--- src/logic/icache_macros.svh ---
`ifndef ICACHE_MACROS_SVH
`define ICACHE_MACROS_SVH

// line size in bytes
`define ICACHE_LINE_BYTES 16

// direct mapped, one line per index
`define ICACHE_NUM_LINES 4

// address split, 32-bit address
`define ICACHE_OFFSET_BITS 4
`define ICACHE_INDEX_BITS 2
`define ICACHE_TAG_BITS 26

// refill is always one full line, one 32-bit word per beat
`define ICACHE_BURST_BEATS 4

`endif

--- src/logic/fetch_pkg.sv ---
`include "icache_macros.svh"

package fetch_pkg;

    // lookup view of a fetch address
    // word selects the 32-bit slot inside the line
    typedef struct packed {
        logic [`ICACHE_TAG_BITS-1:0]      tag;
        logic [`ICACHE_INDEX_BITS-1:0]    index;
        logic [`ICACHE_OFFSET_BITS-3:0]   word;
        logic [1:0]                       byte_sel;
    } fetch_addr_fields_t;

    // raw word for bus and response, fields for lookup
    typedef union packed {
        logic [31:0]        raw;
        fetch_addr_fields_t part;
    } fetch_addr_u;

    // fetch unit request, held until accepted
    typedef struct packed {
        logic        valid;
        fetch_addr_u addr;
    } fetch_req_t;

    // response back to the fetch unit
    typedef struct packed {
        logic        valid;
        logic [31:0] addr;
        logic [31:0] data;
    } fetch_rsp_t;

endpackage

--- src/logic/bus_pkg.sv ---
package bus_pkg;

    // read address channel
    // araddr is always line aligned
    typedef struct packed {
        logic        arvalid;
        logic [31:0] araddr;
    } bus_ar_t;

    // one read data beat
    // last flags the final beat of the burst
    typedef struct packed {
        logic        valid;
        logic        last;
        logic [31:0] data;
    } bus_r_t;

    // burst length is fixed, no arlen on the port
    // cache always takes data, no rready either

endpackage

--- src/logic/icache_arrays.sv ---
`include "icache_macros.svh"

module icache_arrays
    import fetch_pkg::*;
(
    input  logic        clock,
    input  logic        reset,
    input  fetch_addr_u lookup_addr,
    input  logic        fill_we,
    input  logic [1:0]  fill_beat,
    input  logic [31:0] fill_data,
    input  logic        invalidate,
    output logic        hit,
    output logic [31:0] line_word
);

    localparam int LINE_BITS = `ICACHE_LINE_BYTES * 8;

    // storage, one entry per index
    logic [`ICACHE_TAG_BITS-1:0] tag_mem [`ICACHE_NUM_LINES];
    logic [LINE_BITS-1:0]        data_mem [`ICACHE_NUM_LINES];
    logic [`ICACHE_NUM_LINES-1:0] line_valid;

    // fields of the current lookup
    logic [`ICACHE_INDEX_BITS-1:0] index;
    logic [`ICACHE_TAG_BITS-1:0]   tag;
    logic [LINE_BITS-1:0]          sel_line;

    assign index = lookup_addr.part.index;
    assign tag = lookup_addr.part.tag;

    // line at the lookup index
    assign sel_line = data_mem[index];

    // tag compare only counts under the valid bit
    assign hit = line_valid[index] && (tag_mem[index] == tag);

    // addressed word out of the line
    assign line_word = sel_line[{lookup_addr.part.word, 5'b0} +: 32];

    // valid bits
    // fence clears every line, wins over a fill on the same edge
    always_ff @(posedge clock) begin
        if (reset || invalidate) begin
            line_valid <= '0;
        end else if (fill_we) begin
            // line counts as valid from the first beat
            // lookup holds off until the burst is done
            line_valid[index] <= 1'b1;
        end
    end

    // tag and data
    // fill index comes from the held lookup address
    always_ff @(posedge clock) begin
        if (fill_we) begin
            tag_mem[index] <= tag;
            // one beat into its word slot
            data_mem[index][{fill_beat, 5'b0} +: 32] <= fill_data;
        end
    end

    // burst beats land in order 0..3, so words below
    // the last beat are already in the line when
    // the refill completes

endmodule

--- src/logic/icache_refill.sv ---
`include "icache_macros.svh"

module icache_refill
    import fetch_pkg::*;
    import bus_pkg::*;
(
    input  logic        clock,
    input  logic        reset,
    input  logic        miss_start,
    input  fetch_addr_u lookup_addr,
    input  logic        arready,
    input  bus_r_t      bus_r,
    output bus_ar_t     bus_ar,
    output logic        refill_busy,
    output logic        fill_we,
    output logic [1:0]  fill_beat,
    output logic        fill_done
);

    localparam int BEAT_BITS = $clog2(`ICACHE_BURST_BEATS);

    // refill sequence
    typedef enum logic [1:0] {
        st_idle,
        st_addr,
        st_read
    } refill_state_t;

    refill_state_t state;

    // line aligned burst address
    logic [31:0] araddr_q;

    // beat counter inside the burst
    logic [BEAT_BITS-1:0] beat_q;

    // address handshake
    logic ar_fire;

    assign ar_fire = (state == st_addr) && arready;

    // state register
    always_ff @(posedge clock) begin
        if (reset) begin
            state <= st_idle;
        end else begin
            case (state)
                st_idle: begin
                    // lookup reports a clean miss
                    if (miss_start) begin
                        state <= st_addr;
                    end
                end
                st_addr: begin
                    // hold arvalid until the slave takes it
                    if (ar_fire) begin
                        state <= st_read;
                    end
                end
                st_read: begin
                    // back to idle on the last beat edge
                    if (bus_r.valid && bus_r.last) begin
                        state <= st_idle;
                    end
                end
                default: begin
                    state <= st_idle;
                end
            endcase
        end
    end

    // capture the line address at miss time
    // offset bits forced to zero
    always_ff @(posedge clock) begin
        if (miss_start) begin
            araddr_q <= {lookup_addr.raw[31:`ICACHE_OFFSET_BITS],
                         {`ICACHE_OFFSET_BITS{1'b0}}};
        end
    end

    // beat count, restarts on every miss
    always_ff @(posedge clock) begin
        if (reset || miss_start) begin
            beat_q <= '0;
        end else if (fill_we) begin
            beat_q <= beat_q + 1'b1;
        end
    end

    // arvalid is up exactly while waiting for the handshake
    assign bus_ar.arvalid = (state == st_addr);
    assign bus_ar.araddr = araddr_q;

    // every valid beat in the read phase goes into the line
    assign fill_we = (state == st_read) && bus_r.valid;
    assign fill_beat = beat_q;
    assign fill_done = fill_we && bus_r.last;

    assign refill_busy = (state != st_idle);

endmodule

--- src/logic/icache_lookup.sv ---
module icache_lookup
    import fetch_pkg::*;
(
    input  logic        clock,
    input  logic        reset,
    input  fetch_req_t  fetch_req,
    input  logic        rsp_ready,
    input  logic        decode_stall,
    input  logic        mem_stall,
    input  logic        flush,
    input  logic        fence_i,
    input  logic        hit,
    input  logic [31:0] line_word,
    input  logic        refill_busy,
    input  logic        fill_done,
    input  logic [31:0] last_data,
    output fetch_addr_u lookup_addr,
    output logic        miss_start,
    output logic        invalidate,
    output logic        fetch_stall,
    output fetch_rsp_t  fetch_rsp
);

    // lookup register is empty, next request goes straight in
    logic first_req;

    // flush seen while a refill runs
    logic flush_r;

    // decision terms
    logic stall;
    logic go;
    logic entry_done;
    logic slot_free;
    logic accept;
    logic reg_rsp;
    logic drop_entry;

    // response register
    logic        rsp_valid;
    logic [31:0] rsp_addr;
    logic [31:0] rsp_data;

    assign stall = decode_stall || mem_stall;

    // pipeline may move this cycle
    assign go = !stall && rsp_ready && !flush && !fence_i;

    // held entry finishes: hit in idle, or a refill ending unflushed
    assign entry_done = (hit && !refill_busy) || (fill_done && !flush_r);

    // slot opens when empty and idle, or when the held entry finishes
    assign slot_free = first_req ? !refill_busy : entry_done;

    assign accept = go && slot_free;

    // a finishing entry registers its word on the same edge
    assign reg_rsp = accept && !first_req;

    // clean miss on a held entry
    assign miss_start = !first_req && !hit && !refill_busy && !stall && !flush && rsp_ready;

    // flush drops the entry at once in idle
    // during a refill it waits for the last beat
    assign drop_entry = (flush && !refill_busy) || (fill_done && (flush || flush_r));

    assign fetch_stall = !accept;
    assign invalidate = fence_i;

    // first request state
    always_ff @(posedge clock) begin
        if (reset || drop_entry) begin
            first_req <= 1'b1;
        end else if (accept) begin
            // slot stays empty when no request is offered
            first_req <= !fetch_req.valid;
        end
    end

    // lookup address, steady through a refill
    // arrays take the fill index from it
    always_ff @(posedge clock) begin
        if (accept && fetch_req.valid) begin
            lookup_addr <= fetch_req.addr;
        end
    end

    // delayed flush
    always_ff @(posedge clock) begin
        if (reset) begin
            flush_r <= 1'b0;
        end else if (!refill_busy || fill_done) begin
            flush_r <= 1'b0;
        end else if (flush) begin
            flush_r <= 1'b1;
        end
    end

    // response valid
    // rsp_ready is part of go, so any older response
    // is consumed on the edge that registers a new one
    always_ff @(posedge clock) begin
        if (reset) begin
            rsp_valid <= 1'b0;
        end else if (flush || fence_i) begin
            rsp_valid <= 1'b0;
        end else if (reg_rsp) begin
            rsp_valid <= 1'b1;
        end else if (fetch_rsp.valid && rsp_ready) begin
            rsp_valid <= 1'b0;
        end
    end

    // response payload
    always_ff @(posedge clock) begin
        if (reg_rsp) begin
            rsp_addr <= lookup_addr.raw;
            // word three is still on the bus at completion
            if (fill_done && (lookup_addr.part.word == 2'd3)) begin
                rsp_data <= last_data;
            end else begin
                rsp_data <= line_word;
            end
        end
    end

    // nothing leaves in the flush cycle
    assign fetch_rsp.valid = rsp_valid && !flush;
    assign fetch_rsp.addr = rsp_addr;
    assign fetch_rsp.data = rsp_data;

endmodule

--- src/logic/icache_top.sv ---
module icache_top
    import fetch_pkg::*;
    import bus_pkg::*;
(
    input  logic       clock,
    input  logic       reset,
    input  fetch_req_t fetch_req,
    input  logic       rsp_ready,
    input  logic       decode_stall,
    input  logic       mem_stall,
    input  logic       flush,
    input  logic       fence_i,
    output logic       fetch_stall,
    output fetch_rsp_t fetch_rsp,
    output bus_ar_t    bus_ar,
    input  logic       arready,
    input  bus_r_t     bus_r
);

    // lookup to arrays and refill
    fetch_addr_u lookup_addr;
    logic        miss_start;
    logic        invalidate;

    // arrays back to lookup
    logic        hit;
    logic [31:0] line_word;

    // refill control
    logic        refill_busy;
    logic        fill_we;
    logic [1:0]  fill_beat;
    logic        fill_done;

    icache_lookup u_lookup (
        .clock        (clock),
        .reset        (reset),
        .fetch_req    (fetch_req),
        .rsp_ready    (rsp_ready),
        .decode_stall (decode_stall),
        .mem_stall    (mem_stall),
        .flush        (flush),
        .fence_i      (fence_i),
        .hit          (hit),
        .line_word    (line_word),
        .refill_busy  (refill_busy),
        .fill_done    (fill_done),
        // last beat data, forwarded for word three
        .last_data    (bus_r.data),
        .lookup_addr  (lookup_addr),
        .miss_start   (miss_start),
        .invalidate   (invalidate),
        .fetch_stall  (fetch_stall),
        .fetch_rsp    (fetch_rsp)
    );

    icache_arrays u_arrays (
        .clock       (clock),
        .reset       (reset),
        .lookup_addr (lookup_addr),
        .fill_we     (fill_we),
        .fill_beat   (fill_beat),
        .fill_data   (bus_r.data),
        .invalidate  (invalidate),
        .hit         (hit),
        .line_word   (line_word)
    );

    icache_refill u_refill (
        .clock       (clock),
        .reset       (reset),
        .miss_start  (miss_start),
        .lookup_addr (lookup_addr),
        .arready     (arready),
        .bus_r       (bus_r),
        .bus_ar      (bus_ar),
        .refill_busy (refill_busy),
        .fill_we     (fill_we),
        .fill_beat   (fill_beat),
        .fill_done   (fill_done)
    );

endmodule

--- config.mk ---
export PLATFORM = sky130hd
export DESIGN_NAME = icache_top
export DESIGN_NICKNAME = d
export VERILOG_FILES = /design/src/logic/fetch_pkg.sv /design/src/logic/bus_pkg.sv /design/src/logic/icache_arrays.sv /design/src/logic/icache_refill.sv /design/src/logic/icache_lookup.sv /design/src/logic/icache_top.sv
export VERILOG_INCLUDE_DIRS = /design/src /design/src/logic
export SDC_FILE = /design/constraint.sdc
export NUM_CORES = 1
export LEC_CHECK = 0
export ABC_CLOCK_PERIOD_IN_PS = 6300
export BUFFER_PORTS_ARGS = -buffer_cell sky130_fd_sc_hd__buf_2
export CORE_MARGIN = 2
export CORE_UTILIZATION = 52
export CTS_CLUSTER_SIZE = 8
export DETAILED_ROUTE_END_ITERATION = 10
export PLACE_DENSITY = 0.73
export SETUP_SLACK_MARGIN = 0.4
export SLEW_MARGIN = 20
export SYNTH_ARGS = -nofsm -noshare
export SYNTH_HDL_FRONTEND = slang
export SYNTH_SLANG_ARGS = --single-unit
--- constraint.sdc ---
create_clock -name clock -period 6.3 [get_ports clock]
set_input_delay 0.63 -clock clock [delete_from_list [all_inputs] [get_ports clock]]
set_output_delay 0.63 -clock clock [all_outputs]
set_load 0.02 [all_outputs]
## Word-level counts from Yosys, hierarchy flattened

Memory sizes are Yosys's and may differ from the RTL's. A register that Yosys moved wholly into a read port is not among the register bits.
Cells that the tools add are included.

| operators by class | value |
|---|---|
| add/subtract/negate cells | 2 |
| multipliers | 0 |
| div/mod/pow operators | 0 |
| $lt $le $gt $ge | 2 |
| equality and inequality tests | 7 |
| shifts and indexed selects | 3 |
| mux-type cells | 17 |
| bitwise gates (word level) | 1 |
| reductions and logical operators | 48 |

Operators by type and width:

| cell | count |
|---|---|
| 128-bit two-way mux | 1 |
| 32-bit by 9-bit variable shift with 128-bit output, first input constant | 1 |
| 128-bit by 8-bit variable part select with 32-bit output | 1 |
| 32-bit by 9-bit variable part select with 128-bit output | 1 |
| 32-bit two-way mux | 1 |
| 26-bit == test | 1 |
| 1-bit logical AND | 24 |
| 2-bit two-way mux | 5 |
| 1-bit logical NOT | 9 |
| 1-bit logical OR | 9 |
| 7-bit negation with 9-bit output | 1 |
| 1-bit two-way mux | 7 |
| 2-bit by 1-bit inequality test with 1-bit output, second input constant | 3 |
| 2-bit case mux with 3 select lines | 1 |
| 2-bit == test, second input constant | 2 |
| 4-bit bitwise OR | 1 |
| 2-bit nonzero test | 2 |
| 2-bit OR reduction | 2 |
| 2-bit by 3-bit less-than comparator with 1-bit output, second input constant | 1 |
| 3-bit AND reduction | 1 |
| 2-bit by 1-bit adder with 2-bit output, second input constant | 1 |
| 1-bit binary-select mux with 2-bit select | 1 |
| 1-bit demux with 2-bit select | 1 |
| 2-bit by 1-bit == test with 1-bit output, second input constant | 1 |
| 2 further kinds | 2 |

| word-level totals | value |
|---|---|
| flip-flop bits (word level) | 135 |
| latch bits | 0 |
| RAM bits | 616 |
| memory bits (read-only) | 0 |
| input port bits | 75 |
| output and inout bits | 99 |
| memories | 2 |

Memories:

| memory | depth | bits a word | read ports | clocked after Yosys merged registers in | write ports | RTL line | RTL |
|---|---|---|---|---|---|---|---|
| u_arrays.data_mem | 4 | 128 | 1 | 1 | 1 | icache_arrays.sv:21 | `` logic [LINE_BITS-1:0] data_mem [`ICACHE_NUM_LINES]; `` |
| u_arrays.tag_mem | 4 | 26 | 1 | 1 | 1 | icache_arrays.sv:20 | `` logic [`ICACHE_TAG_BITS-1:0] tag_mem [`ICACHE_NUM_LINES]; `` |

## Depth between registers and ports, before layout

Gate-level depths: netlist of the first run.

| logic depth | value |
|---|---|
| word-level depth | 11 |
| depth in mapped cells | 10 |
| gate-level depth less buffers | 7 |

## Hierarchy

Synthesis of the first run repeated with hierarchy kept, for this count alone.

| second synthesis, totals | value |
|---|---|
| cells, all modules | 1313 |
| area total of the unflattened synthesis | 29074.1 um^2 |

By module, submodules not included:

| module | instances | cells an instance | area an instance (um^2) | seq. area each (um^2) |
|---|---|---|---|---|
| icache_arrays | 1 | 1104 | 24533.5 | 18577.8 |
| icache_lookup | 1 | 156 | 3470.8 | 2942.8 |
| icache_refill | 1 | 53 | 1069.8 | 920.9 |

## Worst setup path after synthesis of the first run

No wires, ideal clock.

| path | value |
|---|---|
| path kind | reg2reg |
| start point | register (tool-made name) |
| end point | register u_lookup.rsp_addr[0], enable pin |
| setup time | 522 ps |
| data arrival time | 5435 ps |
| data required time | 5778 ps |
| path slack | 344 ps |
| stages on the path, launching flop included | 9 |
| path buffers | 1 |
| clock period less this slack | 5956 ps |
| path through | dfxtp_1 -> buf_6 -> mux4_2 -> xnor2_1 -> nand2_1 -> a2111oi_0 -> a41oi_1 -> o21bai_1 -> nor4b_2 |

RTL lines:

| item | RTL line | RTL |
|---|---|---|
| end signal, assigned | icache_lookup.sv:117 | `rsp_addr <= lookup_addr.raw;` |
| end, declared | icache_lookup.sv:41 | `logic [31:0] rsp_addr;` |

==> tab_implementation.tex, run 1 <==
\begin{tabular}{lr}
\hline
Metric & Value \\
\hline
\multicolumn{2}{l}{\textbf{Global routing}} \\
\quad Maximum number of pins on one net before global-route repair & 107 \\
\quad Antenna violations before repair & 3 \\
\quad Overall track demand over capacity in global routing & 22.7\% \\
\quad Global-route wire length before repair & around 94000 um \\
\quad Grt total ovfl & 0 \\
\quad Via count of the first global-routing pass & 15000 \\
\multicolumn{2}{l}{\textbf{Floorplanning}} \\
\quad Effective utilization at floorplan & 52.7\% \\
\quad Floorplan die width & about 240 um \\
\quad Die Area & 58000 um\^{}2 \\
\quad Std cell rows & 86 \\
\quad Die Y-Extent & roughly 240 um \\
\quad Count of pins on the block boundary & roughly 170 \\
\quad Floorplan core area & 55300 um\^{}2 \\
\multicolumn{2}{l}{\textbf{Worst setup path}} \\
\quad Worst R2R End & u\_lookup.rsp\_data[4]\$\_DFFE\_PP\_ \\
\quad Critical Path RT & between 5000 and 6000 ps \\
\quad Crit Path Category & register to output pin \\
\quad Worst setup slack for register-to-register paths & roughly 2200 ps \\
\quad Arrival time of the worst setup path & 3770 ps \\
\quad Launching element type of the critical path & register \\
\quad Endpoint type of the worst setup path & output pin \\
\quad Worst-path maximum fanout & 55 \\
\quad R2R cell count & 8 \\
\multicolumn{2}{l}{\textbf{Timing}} \\
\quad Part of the cycle the worst path needs & between 60\% and 70\% \\
\quad Max Freq & 227 MHz \\
\quad Transition time at the pin with the least slew margin & between 900 and 1000 ps \\
\quad Number of hold violations in the final report & 0 \\
\quad Max transition margin & a little over a third \\
\quad Post-layout min period & about 4400 ps \\
\quad Setup repair after global routing missed its margin & no \\
\quad Post-Route Skew & around 24 ps \\
\quad Endpoints failing setup & 0 \\
\quad Post-route setup TNS & 0 ps \\
\quad Final critical-path setup slack & $\sim$1900 ps \\
\quad Fin. max-slew vios & 0 \\
\multicolumn{2}{l}{\textbf{Clock tree}} \\
\quad Clock Sink Count & roughly 750 \\
\quad Clock-pin slew on the worst setup and hold paths & 50 ps \\
\quad Clock tree from TritonCTS & done \\
\quad Worst-Skew Late Latency & between 600 and 700 ps \\
\quad Post-CTS Repair Setup Buffers & 0 \\
\quad CTS Hold Buffers Added & 0 \\
\quad Post\_cts resized & 0 \\
\quad Clock Tree Root & sky130\_fd\_sc\_hd\_\_clkbuf\_16 \\
\quad Clock buffer depth & 3 \\
\quad Total number of H-tree levels & 3 \\
\quad Number of buffers created by CTS & $\sim$100 \\
\multicolumn{2}{l}{\textbf{Routing}} \\
\quad DR WL/cell & approximately 27 um \\
\quad 1st-pass router iterations & 5 \\
\quad Routed Antenna Nets & 0 \\
\quad DR iter-0 viols & approximately 1400 \\
\quad Metal-1 WL & approximately 25000 um \\
\quad Via count normalized by instance count & 6.05 \\
\quad Residual DRC & 0 \\
\quad Final wirelength & around 64000 um \\
\quad Met2 wire len & around 32000 um \\
\quad Count of vias placed by the detailed router & approximately 14000 \\
\quad Met3 Wirelength & between 4000 and 5000 um \\
\quad Uppermost routed layer & met5 \\
\multicolumn{2}{l}{\textbf{Synth}} \\
\quad Fraction of synthesis flops using an asynchronous set or reset pin & 0\% \\
\quad Number of enable flip-flop cells after synthesis & 740 \\
\quad \#FFs+latches synth & about 750 \\
\quad Average footprint of a synthesized cell & approximately 22 um\^{}2 \\
\quad Top\_reg\_cell synth & sky130\_fd\_sc\_hd\_\_edfxtp\_1 \\
\quad Yosys synthesis warning count & 0 \\
\quad Number of instances in the synthesized netlist & approximately 1300 \\
\quad Number of distinct library cell variants in the gate-level netlist after synthesis & between 40 and 50 \\
\quad Sequential share of the synthesized area & a little under 80\% \\
\quad Mapped cell area & 29200 um\^{}2 \\
\multicolumn{2}{l}{\textbf{Placement}} \\
\quad Worst slack after detailed placement & between 2000 and 2500 ps \\
\quad Number of input and output port buffers inserted & between 150 and 200 \\
\quad Routability cong. & 0.780 \\
\quad HPWL after detailed placement & about 34000 um \\
\multicolumn{2}{l}{\textbf{Cells and area}} \\
\quad Fraction of layout cells with a size suffix above 1 & roughly 35\% \\
\quad Util after Layout & between 60 and 70\% \\
\quad Number of nets at the end of the flow & 1657 \\
\quad Synth-to-layout area growth & 16.0\% \\
\multicolumn{2}{l}{\textbf{Power}} \\
\quad LEAKAGE & roughly 11 nW \\
\quad Share of power burned in combinational logic & roughly 1\% \\
\quad Register share of total power & a little over half \\
\quad Fraction of power consumed by the clock network & around 47\% \\
\quad Power Density & roughly 310 nW/um\^{}2 \\
\quad Switching component of the power & 1.99 mW \\
\quad Int Power & around 8.5 mW \\
\quad Worst vdd rail ir drop & $\sim$0.26 mV \\
\quad Switching fraction of total power & a little under a fifth \\
\multicolumn{2}{l}{\textbf{Status}} \\
\quad Result of the run & finished, final reports clean \\
\multicolumn{2}{l}{\textbf{Min path}} \\
\quad Worst Hold Depth & 1 \\
\quad Hold/Removal Path Class & primary input to register \\
\quad Source of the worst hold timing path & fetch\_req[15] \\
\quad Hold worst-path end & u\_lookup.lookup\_addr[15]\$\_DFFE\_PN\_ \\
\multicolumn{2}{l}{\textbf{Flow run}} \\
\quad Max capacitance violation total & 0 \\
\hline
\end{tabular}
cell families (layout without fill, tap and decap cells):
family / count (synthesis) / after routing / share of synthesized area, %
compound gates: 41 / 41 / 1.03
xor+xnor: 24 / 24 / 0.721
fa+ha+maj: 4 / 4 / 0.172
buf+inv: 74 / 344 / 1.21
flops: 753 / 753 / 77.1
mux: 224 / 224 / 15.4
other cells: 1 / 5 / 0.0129
simple gates: 209 / 209 / 4.34
area by class of cell:
class	instances	area (um^2)
fill	3927	21500
clock inverter	6	80.1
multi-input combinational	506	6420
inverter	9	33.8
tap	748	936
clock buffer	125	2750
timing repair buffer	204	1120
sequential	753	22500
antenna	1	2.50
metrics by stage:
step	instance area, um^2	total power [mW]	std cells	hold slack, ps
4_1_cts	33800	10.6	2351	134
2_1_floorplan	29200	5.60	1333	400
3_5_place_dp	31000	5.65	2220	408
5_1_grt	33800	10.8	2351	132
3_3_place_gp	31000	5.65	2220	407
6_report	33800	10.5	2352	169
sequential cells by signal, indices dropped and copies added, names as in the netlist, 2 cells and up, named ones only:
name,flops
u_refill.araddr_q,28
u_arrays.line_valid,4
u_refill.fill_beat,2
u_arrays.data_mem,512
u_lookup.lookup_addr,32
u_lookup.rsp_addr,32
u_lookup.rsp_data,32
u_arrays.tag_mem,104
u_refill.state,2
synthesized netlist by cell type, drive strengths merged, types with 2 or more instances:
cell       n  area, um^2
o21a       5        37.5
nor3       8        40.0
nor4       6        37.5
mux2      33         372
a211oi     4        30.0
mux2i     14         140
nor2       9        33.8
nor3b      6        50.1
xor2       2        17.5
nand2     13        48.8
mux4     177        3990
ha         4        50.1
inv        8        30.0
o21ai      6        30.0
o2111ai    3        26.3
clkbuf    34         128
edfxtp   740       22200
dfxtp     13         260
and2     141         882
o22ai      4        25.0
nor2b      9        56.3
xnor2     22         193
a221oi     3        26.3
nand3      3        15.0
buf       31         193
a21oi      4        20.0
nand4      8        50.1
a22oi      3        22.5
power by group through the flow:
stage / Clock [mW] / Combinational [mW] / Sequential, mW
finish: 4.93 / 0.104 / 5.45
global route: 5.21 / 0.114 / 5.45
CTS: 5.00 / 0.106 / 5.45
detailed placement: 0 / 0.105 / 5.55
global placement: 0 / 0.102 / 5.55
floorplan: 0 / 0.0548 / 5.54
worst max path at each step:
stage          startpoint                               to  slack, ps  cells after the start
3_3_place_gp     register  u_lookup.rsp_data[12]$_DFFE_PP_       2240                      8
2_1_floorplan    register   u_lookup.rsp_addr[0]$_DFFE_PP_       1860                      8
3_5_place_dp     register  u_lookup.rsp_data[12]$_DFFE_PP_       2160                      8
4_1_cts          register                      fetch_stall       1840                      8
5_1_grt          register                      fetch_stall       1670                      8
6_report         register                      fetch_stall       1900                      8
critical path, cell delays in order (launching register included):
cell and delay (ps):
sky130_fd_sc_hd__dfxtp_4 940, sky130_fd_sc_hd__mux2i_1 340, sky130_fd_sc_hd__a2bb2oi_1 220, sky130_fd_sc_hd__o2111ai_1 200
sky130_fd_sc_hd__a2111oi_0 610, sky130_fd_sc_hd__a41oi_1 270, sky130_fd_sc_hd__o21bai_1 240, sky130_fd_sc_hd__nand2_1 110
sky130_fd_sc_hd__buf_2 180
placed cells by master (no fill, tap or decap), types with 9 or more instances in the layout:
| master | count |
|---|---|
| sky130_fd_sc_hd__and2_1 | 125 |
| sky130_fd_sc_hd__and2_2 | 16 |
| sky130_fd_sc_hd__buf_2 | 169 |
| sky130_fd_sc_hd__buf_4 | 34 |
| sky130_fd_sc_hd__clkbuf_1 | 18 |
| sky130_fd_sc_hd__clkbuf_16 | 107 |
| sky130_fd_sc_hd__dfxtp_1 | 11 |
| sky130_fd_sc_hd__edfxtp_1 | 740 |
| sky130_fd_sc_hd__mux2_2 | 31 |
| sky130_fd_sc_hd__mux2i_1 | 14 |
| sky130_fd_sc_hd__mux4_2 | 177 |
| sky130_fd_sc_hd__nand2_1 | 13 |
| sky130_fd_sc_hd__nor2_1 | 9 |
| sky130_fd_sc_hd__nor2b_1 | 9 |
| sky130_fd_sc_hd__xnor2_1 | 22 |
routing by layer:
| metal | global-route usage, % | up-vias |
|---|---|---|
| li1 | - | 5965 |
| met1 | 30.1 | 7492 |
| met2 | 37.8 | 636 |
| met3 | 5.32 | 139 |
| met4 | 7.30 | 4 |
| met5 | 0 | - |
(Power assumes the default switching activity.)
==> run 2, diff against run 1 <==
Settings changed: ABC_CLOCK_PERIOD_IN_PS 6300 to 4350, PLACE_DENSITY 0.73 to 0.7.
Clock period 6.3 ns to 4.35 ns, I/O delays scaled along.
==> run 2 against run 1 <==
Die area did not move. Critical path type unchanged. Count of clock-buffer cells in the layout decreased by 1. Largest cell class unchanged. First-iteration DRC count increased by 4.7%. Non-clock buffer count increased by 47. Clock skew increased by 0.65 ps. Wire length is 1.9% higher. Hold slack got worse by 120 ps. Cell count increased by 1.9%. Critical endpoint unchanged. Critical path depth up 1. Via count rose by 1.2%.
==> tab_implementation.tex, run 2 (synthesis gave the netlist of run 1 again) <==
\begin{tabular}{lr}
\hline
Metric & Value \\
\hline
\multicolumn{2}{l}{\textbf{Status}} \\
\quad Result of the run & finished, final reports clean \\
\multicolumn{2}{l}{\textbf{Power}} \\
\quad Switching component of the power & 2.87 mW \\
\quad Register share of total power & $\sim$52\% \\
\quad Fraction of power consumed by the clock network & a little under half \\
\quad Int Power & 12.3 mW \\
\quad Switching fraction of total power & roughly a fifth \\
\quad Power Density & roughly 440 nW/um\^{}2 \\
\quad Power after layout & between 15 and 20 mW \\
\quad LEAKAGE & around 12 nW \\
\quad Share of power burned in combinational logic & about 1.2\% \\
\quad Worst vdd rail ir drop & approximately 0.33 mV \\
\multicolumn{2}{l}{\textbf{Timing}} \\
\quad Post-layout min period & 3760 ps \\
\quad Fin. max-slew vios & 0 \\
\quad Post-Route Skew & $\sim$25 ps \\
\quad Endpoints failing setup & 0 \\
\quad Setup repair after global routing missed its margin & no \\
\quad Max Freq & roughly 270 MHz \\
\quad Part of the cycle the worst path needs & between 80 and 90\% \\
\quad Final hold slack & between 50 and 60 ps \\
\quad Post-route setup TNS & 0 ps \\
\quad Number of hold violations in the final report & 0 \\
\quad Transition time at the pin with the least slew margin & 1040 ps \\
\quad Max transition margin & 30.8\% \\
\multicolumn{2}{l}{\textbf{Global routing}} \\
\quad Global-route wire length before repair & between 90000 and 100000 um \\
\quad Maximum number of pins on one net before global-route repair & a little over 80 \\
\quad Via count of the first global-routing pass & between 15000 and 20000 \\
\quad Antenna violations before repair & 4 \\
\quad Overall track demand over capacity in global routing & between 20\% and 30\% \\
\quad Grt total ovfl & 0 \\
\multicolumn{2}{l}{\textbf{Placement}} \\
\quad Routability cong. & $\sim$0.8 \\
\quad Placed Area & a little over 30000 um\^{}2 \\
\quad Number of input and output port buffers inserted & between 150 and 200 \\
\quad HPWL after detailed placement & roughly 36000 um \\
\multicolumn{2}{l}{\textbf{Floorplanning}} \\
\quad Std cell rows & 86 \\
\quad Count of pins on the block boundary & about 170 \\
\quad Floorplan core area & $\sim$55000 um\^{}2 \\
\quad Floorplan die width & between 200 and 250 um \\
\quad Die Y-Extent & 241 um \\
\quad Effective utilization at floorplan & around 53\% \\
\quad Die Area & slightly below 60000 um\^{}2 \\
\multicolumn{2}{l}{\textbf{Cells and area}} \\
\quad Commonest non-fill, non-tap cell in the layout & sky130\_fd\_sc\_hd\_\_edfxtp\_1 \\
\quad Antenna cells & 0 \\
\quad Most flop-heavy register & u\_arrays.data\_mem \\
\quad Register Area & 22500 um\^{}2 \\
\quad Fraction of layout cells with a size suffix above 1 & about a third \\
\quad Max reg flops & 512 \\
\quad Post-Layout Inst Area & 34400 um\^{}2 \\
\quad Number of nets at the end of the flow & about 1700 \\
\quad Commonest cells after routing, fill and taps aside & sky130\_fd\_sc\_hd\_\_edfxtp\_1, sky130\_fd\_sc\_hd\_\_mux4\_2, sky130\_fd\_sc\_hd\_\_buf\_2 \\
\quad Synth-to-layout area growth & 17.9\% \\
\quad Total area of multi-input combinational cells & roughly 6500 um\^{}2 \\
\quad Filler cell count in the final layout & approximately 3800 \\
\quad Largest registers & u\_arrays.data\_mem x512, u\_arrays.tag\_mem x104 \\
\multicolumn{2}{l}{\textbf{Worst setup path}} \\
\quad Endpoint type of the worst setup path & output pin \\
\quad Launching element type of the critical path & register \\
\quad Critical Path RT & a little under 4000 ps \\
\quad Arrival time of the worst setup path & about 3300 ps \\
\quad Crit Path Category & register to output pin \\
\quad Worst-path maximum fanout & 16 \\
\multicolumn{2}{l}{\textbf{Routing}} \\
\quad DR iter-0 viols & between 1000 and 1500 \\
\quad Routed Antenna Nets & 0 \\
\quad Residual DRC & 0 \\
\quad Final wirelength & around 65000 um \\
\quad Count of vias placed by the detailed router & $\sim$14000 \\
\quad 1st-pass router iterations & 5 \\
\quad Via count normalized by instance count & $\sim$6 \\
\quad DR WL/cell & between 20 and 30 um \\
\quad Uppermost routed layer & met5 \\
\quad Met3 Wirelength & 5080 um \\
\quad Metal-1 WL & 25600 um \\
\quad Met2 wire len & about 33000 um \\
\multicolumn{2}{l}{\textbf{Min path}} \\
\quad Hold/Removal Path Class & primary input to register \\
\multicolumn{2}{l}{\textbf{Clock tree}} \\
\quad Worst-Skew Late Latency & 650 ps \\
\quad Post\_cts resized & 0 \\
\quad Clock buffer depth & 3 \\
\quad Clock Tree Root & sky130\_fd\_sc\_hd\_\_clkbuf\_16 \\
\quad Clock Sink Count & 753 \\
\quad Total number of H-tree levels & 3 \\
\quad Number of buffers created by CTS & between 100 and 150 \\
\quad Clock tree from TritonCTS & done \\
\quad Clock-pin slew on the worst setup and hold paths & 50 ps \\
\multicolumn{2}{l}{\textbf{Flow run}} \\
\quad Max capacitance violation total & 0 \\
\hline
\end{tabular}
run 2: worst max-delay path, stage by stage, from the launching register on:
cell and delay, ps:
sky130_fd_sc_hd__dfxtp_4 560, sky130_fd_sc_hd__clkbuf_16 270, sky130_fd_sc_hd__mux4_2 510, sky130_fd_sc_hd__xnor2_1 280
sky130_fd_sc_hd__nand4_1 140, sky130_fd_sc_hd__nor2_1 160, sky130_fd_sc_hd__a41oi_1 190, sky130_fd_sc_hd__o21bai_1 300
sky130_fd_sc_hd__nand2_1 120, sky130_fd_sc_hd__buf_2 170
run 2: cell type report:
type | count | share of cell area, %
Clock buffer | 124 | 7.91
Sequential cell | 753 | 65.4
Tap cell | 748 | 2.72
Multi-Input combinational cell | 506 | 18.8
Timing Repair Buffer | 251 | 4.80
Clock inverter | 6 | 0.255
Inverter | 9 | 0.0983
run 2: final timing paths:
kind | start | endpoint | slack [ps] | cells after the start
max | register | fetch_stall | 590 | 9
max reg2reg | register | u_lookup.rsp_data[10]$_DFFE_PP_ | 760 | 9
min | fetch_req[5] | u_lookup.lookup_addr[5]$_DFFE_PN_ | 50 | 1
min reg2reg | u_lookup.lookup_addr[1]$_DFFE_PN_ | u_lookup.rsp_addr[1]$_DFFE_PP_ | 420 | 0
run 2: stage by stage:
stage               cells  util [%]  setup WS (ps)
global placement     2233      56.4            680
CTS                  2394      62.0            541
global route         2397      62.2            476
floorplan            1333         -          -15.4
finish               2397      62.2            587
detailed placement   2233      56.4            658
run 2: layer usage:
metal	GRT usage [%]	up-vias
met5	0	-
li1	-	6056
met1	31.5	7571
met3	4.63	131
met4	6.98	8
met2	38.7	647
run 2: power by group through the flow:
stage	clock (mW)	sequential (mW)	combinational, mW
global route	7.46	7.89	0.193
finish	7.08	7.90	0.178
global placement	0	8.03	0.150
detailed placement	0	8.03	0.153
floorplan	0	8.03	0.0799
CTS	7.19	7.90	0.177
run 2: what timing repair did:
item	4_1_cts	5_1_grt
hold buffers	31	0
setup endpoints to repair	0	22
buffers inserted	0	2
hold endpoints to repair	31	0
==> run 3, diff against run 2 <==
Settings changed: CELL_PAD_IN_SITES_DETAIL_PLACEMENT set to 1, CELL_PAD_IN_SITES_GLOBAL_PLACEMENT set to 1, CTS_BUF_LIST set to sky130_fd_sc_hd__clkbuf_16, PLACE_DENSITY 0.7 to not set, PLACE_DENSITY_LB_ADDON set to 0.1.
==> run 3 against run 2 <==
Combinational power about the same. Sequential cell count unchanged. Clock power down 0.6%. Global-route usage up 1.6 points. Core utilization down 0.093 points. Wire length up 6.1%. Total power down 0.30%. Register-to-register slack better by 130 ps. First-iteration DRC count down 26%. Clock skew down 6.8 ps. Final area down 0.15%. Largest cell class unchanged.
==> tab_implementation.tex, run 3 (synthesis gave the netlist of run 1 again) <==
\begin{tabular}{lr}
\hline
Metric & Value \\
\hline
\multicolumn{2}{l}{\textbf{Status}} \\
\quad Result of the run & finished, final reports clean \\
\multicolumn{2}{l}{\textbf{Clock tree}} \\
\quad Clock-pin slew on the worst setup and hold paths & about 50 ps \\
\quad Clock tree from TritonCTS & done \\
\quad Total number of H-tree levels & 3 \\
\quad Number of buffers created by CTS & between 100 and 150 \\
\quad Clock Tree Root & sky130\_fd\_sc\_hd\_\_clkbuf\_16 \\
\quad Worst-Skew Late Latency & 640 ps \\
\quad Clock buffer depth & 3 \\
\quad Clock Sink Count & 753 \\
\multicolumn{2}{l}{\textbf{Timing}} \\
\quad Part of the cycle the worst path needs & between 80\% and 90\% \\
\quad Final hold slack & between 90 and 100 ps \\
\quad Endpoints failing setup & 0 \\
\quad Post-Route Skew & 18.2 ps \\
\quad Post-layout min period & 3750 ps \\
\quad Fin. max-slew vios & 0 \\
\quad Transition time at the pin with the least slew margin & 1020 ps \\
\quad Setup repair after global routing missed its margin & no \\
\quad Max Freq & between 200 and 300 MHz \\
\quad Max transition margin & 31.8\% \\
\quad Number of hold violations in the final report & 0 \\
\multicolumn{2}{l}{\textbf{Power}} \\
\quad LEAKAGE & around 12 nW \\
\quad Power Density & 440 nW/um\^{}2 \\
\quad Worst vdd rail ir drop & 0.387 mV \\
\multicolumn{2}{l}{\textbf{Routing}} \\
\quad Count of vias placed by the detailed router & $\sim$14000 \\
\quad Final wirelength & roughly 69000 um \\
\quad Via count normalized by instance count & $\sim$6 \\
\quad DR WL/cell & slightly below 30 um \\
\quad Residual DRC & 0 \\
\quad 1st-pass router iterations & 5 \\
\quad Routed Antenna Nets & 0 \\
\quad DR iter-0 viols & 1044 \\
\multicolumn{2}{l}{\textbf{Cells and area}} \\
\quad Fraction of layout cells with a size suffix above 1 & a little over a third \\
\quad Non-filler cells in the finished layout & approximately 2400 \\
\quad Synth-to-layout area growth & 17.7\% \\
\quad Register Area & about 22000 um\^{}2 \\
\quad Filler cell count in the final layout & about 4600 \\
\quad Max reg flops & 512 \\
\quad Total area of multi-input combinational cells & between 6000 and 7000 um\^{}2 \\
\quad Largest registers & u\_arrays.data\_mem x512, u\_arrays.tag\_mem x104 \\
\quad Number of nets at the end of the flow & between 1500 and 2000 \\
\quad Commonest cells after routing, fill and taps aside & sky130\_fd\_sc\_hd\_\_edfxtp\_1, sky130\_fd\_sc\_hd\_\_mux4\_2, sky130\_fd\_sc\_hd\_\_buf\_2 \\
\quad Most flop-heavy register & u\_arrays.data\_mem \\
\quad Commonest non-fill, non-tap cell in the layout & sky130\_fd\_sc\_hd\_\_edfxtp\_1 \\
\multicolumn{2}{l}{\textbf{Global routing}} \\
\quad Global Route met3 Usage & between 4 and 5\% \\
\quad GR met1 Demand/Resource & between 30 and 40\% \\
\quad Layer with the highest usage after global routing & met2 \\
\quad Grt total ovfl & 0 \\
\quad Maximum number of pins on one net before global-route repair & 63 \\
\quad Antenna violations before repair & 5 \\
\quad GR met2 Demand/Resource & approximately two fifths \\
\quad Global-route wire length before repair & roughly 100000 um \\
\quad Overall track demand over capacity in global routing & around 25\% \\
\quad Via count of the first global-routing pass & between 15000 and 20000 \\
\multicolumn{2}{l}{\textbf{Worst setup path}} \\
\quad Crit Path Category & register to output pin \\
\quad Endpoint type of the worst setup path & output pin \\
\quad Combined buffer and inverter count along the critical path & 1 \\
\quad Critical Path RT & just under 4000 ps \\
\quad Top delay family on crit path & compound AO/OA/AOI/OAI gates \\
\quad Worst setup slack for register-to-register paths & roughly 890 ps \\
\quad Cell at the slowest stage of the critical path & sky130\_fd\_sc\_hd\_\_dfxtp\_4 \\
\quad Ordered cell list for the critical path & mux2i\_1 -> a22o\_1 -> o31a\_1 -> a2111oi\_2 -> a41oi\_1 -> o21bai\_1 -> nand2\_1 -> buf\_2 \\
\quad Launching element type of the critical path & register \\
\quad Arrival time of the worst setup path & approximately 3300 ps \\
\quad Delay of the slowest critical-path stage & roughly 710 ps \\
\quad Worst-path maximum fanout & 35 \\
\multicolumn{2}{l}{\textbf{Floorplanning}} \\
\quad Floorplan die width & between 200 and 250 um \\
\quad Effective utilization at floorplan & approximately 53\% \\
\quad Floorplan core area & 55300 um\^{}2 \\
\quad Die Area & between 50000 and 60000 um\^{}2 \\
\quad Die Y-Extent & between 200 and 250 um \\
\quad Count of pins on the block boundary & between 150 and 200 \\
\quad Std cell rows & between 80 and 90 \\
\multicolumn{2}{l}{\textbf{Min path}} \\
\quad Source of the worst hold timing path & arready \\
\quad Hold/Removal Path Class & primary input to register \\
\multicolumn{2}{l}{\textbf{Placement}} \\
\quad Number of input and output port buffers inserted & around 170 \\
\quad Routability cong. & about 0.76 \\
\quad HPWL after detailed placement & between 40000 and 50000 um \\
\quad Number of placed instances, taps included & roughly 2200 \\
\multicolumn{2}{l}{\textbf{Flow run}} \\
\quad Max capacitance violation total & 0 \\
\hline
\end{tabular}
## run 3: stage by stage
step	util [%]	total power, mW	setup slack [ps]	area [um^2]	setup TNS, ps
after floorplan	-	8.11	-15.4	29200	-988
after global placement	56.4	8.18	889	31200	0
after detailed placement	56.4	8.19	824	31200	0
after CTS	62.0	15.2	497	34300	0
after global routing	62.1	15.5	459	34300	0
final	62.1	15.1	599	34300	0
## run 3: final cells by class
class,instances,area share (%)
Sequential cell,753,65.5
Multi-Input combinational cell,506,18.8
Clock buffer,107,7.80
Timing Repair Buffer,248,4.82
Tap cell,748,2.73
Clock inverter,14,0.211
Inverter,9,0.0984
Antenna cell,1,0.00729
## run 3: repair_timing
item / 4_1_cts / 5_1_grt
setup buffers: 0 / 1
gates resized for setup: 0 / 1
hold buffers: 32 / 0
endpoints found under the hold margin: 32 / 0
endpoints found under the setup margin: 0 / 1
## run 3: path summary, 6_finish.rpt
path | end | cells after the start
max reg2reg | u_lookup.rsp_data[7]$_DFFE_PP_ | 8
max | fetch_stall | 8
min | u_refill.state[1]$_SDFFE_PP0P_ | 3
min reg2reg | u_lookup.rsp_addr[1]$_DFFE_PP_ | 0
## run 3: power by group
part           internal [mW]  switching (mW)
clock network           4.28            2.76
logic                 0.0855          0.0923
registers               7.89         0.00715
total                   12.3            2.86
## run 3: worst reg2reg max path, stage by stage (launching register included)
cell and delay [ps]:
sky130_fd_sc_hd__dfxtp_4 710, sky130_fd_sc_hd__mux2i_1 240, sky130_fd_sc_hd__a22o_1 270, sky130_fd_sc_hd__o31a_1 350, sky130_fd_sc_hd__a2111oi_2 370, sky130_fd_sc_hd__a41oi_1 210
sky130_fd_sc_hd__o21bai_1 230, sky130_fd_sc_hd__nor4b_4 320, sky130_fd_sc_hd__buf_12 340
## run 3: per-layer routing
metal  vias up  wire [um]
met5         -         39
met4         6       1710
met3       127       3590
met2       471      35200
met1      7603      28800
li1       6051          -
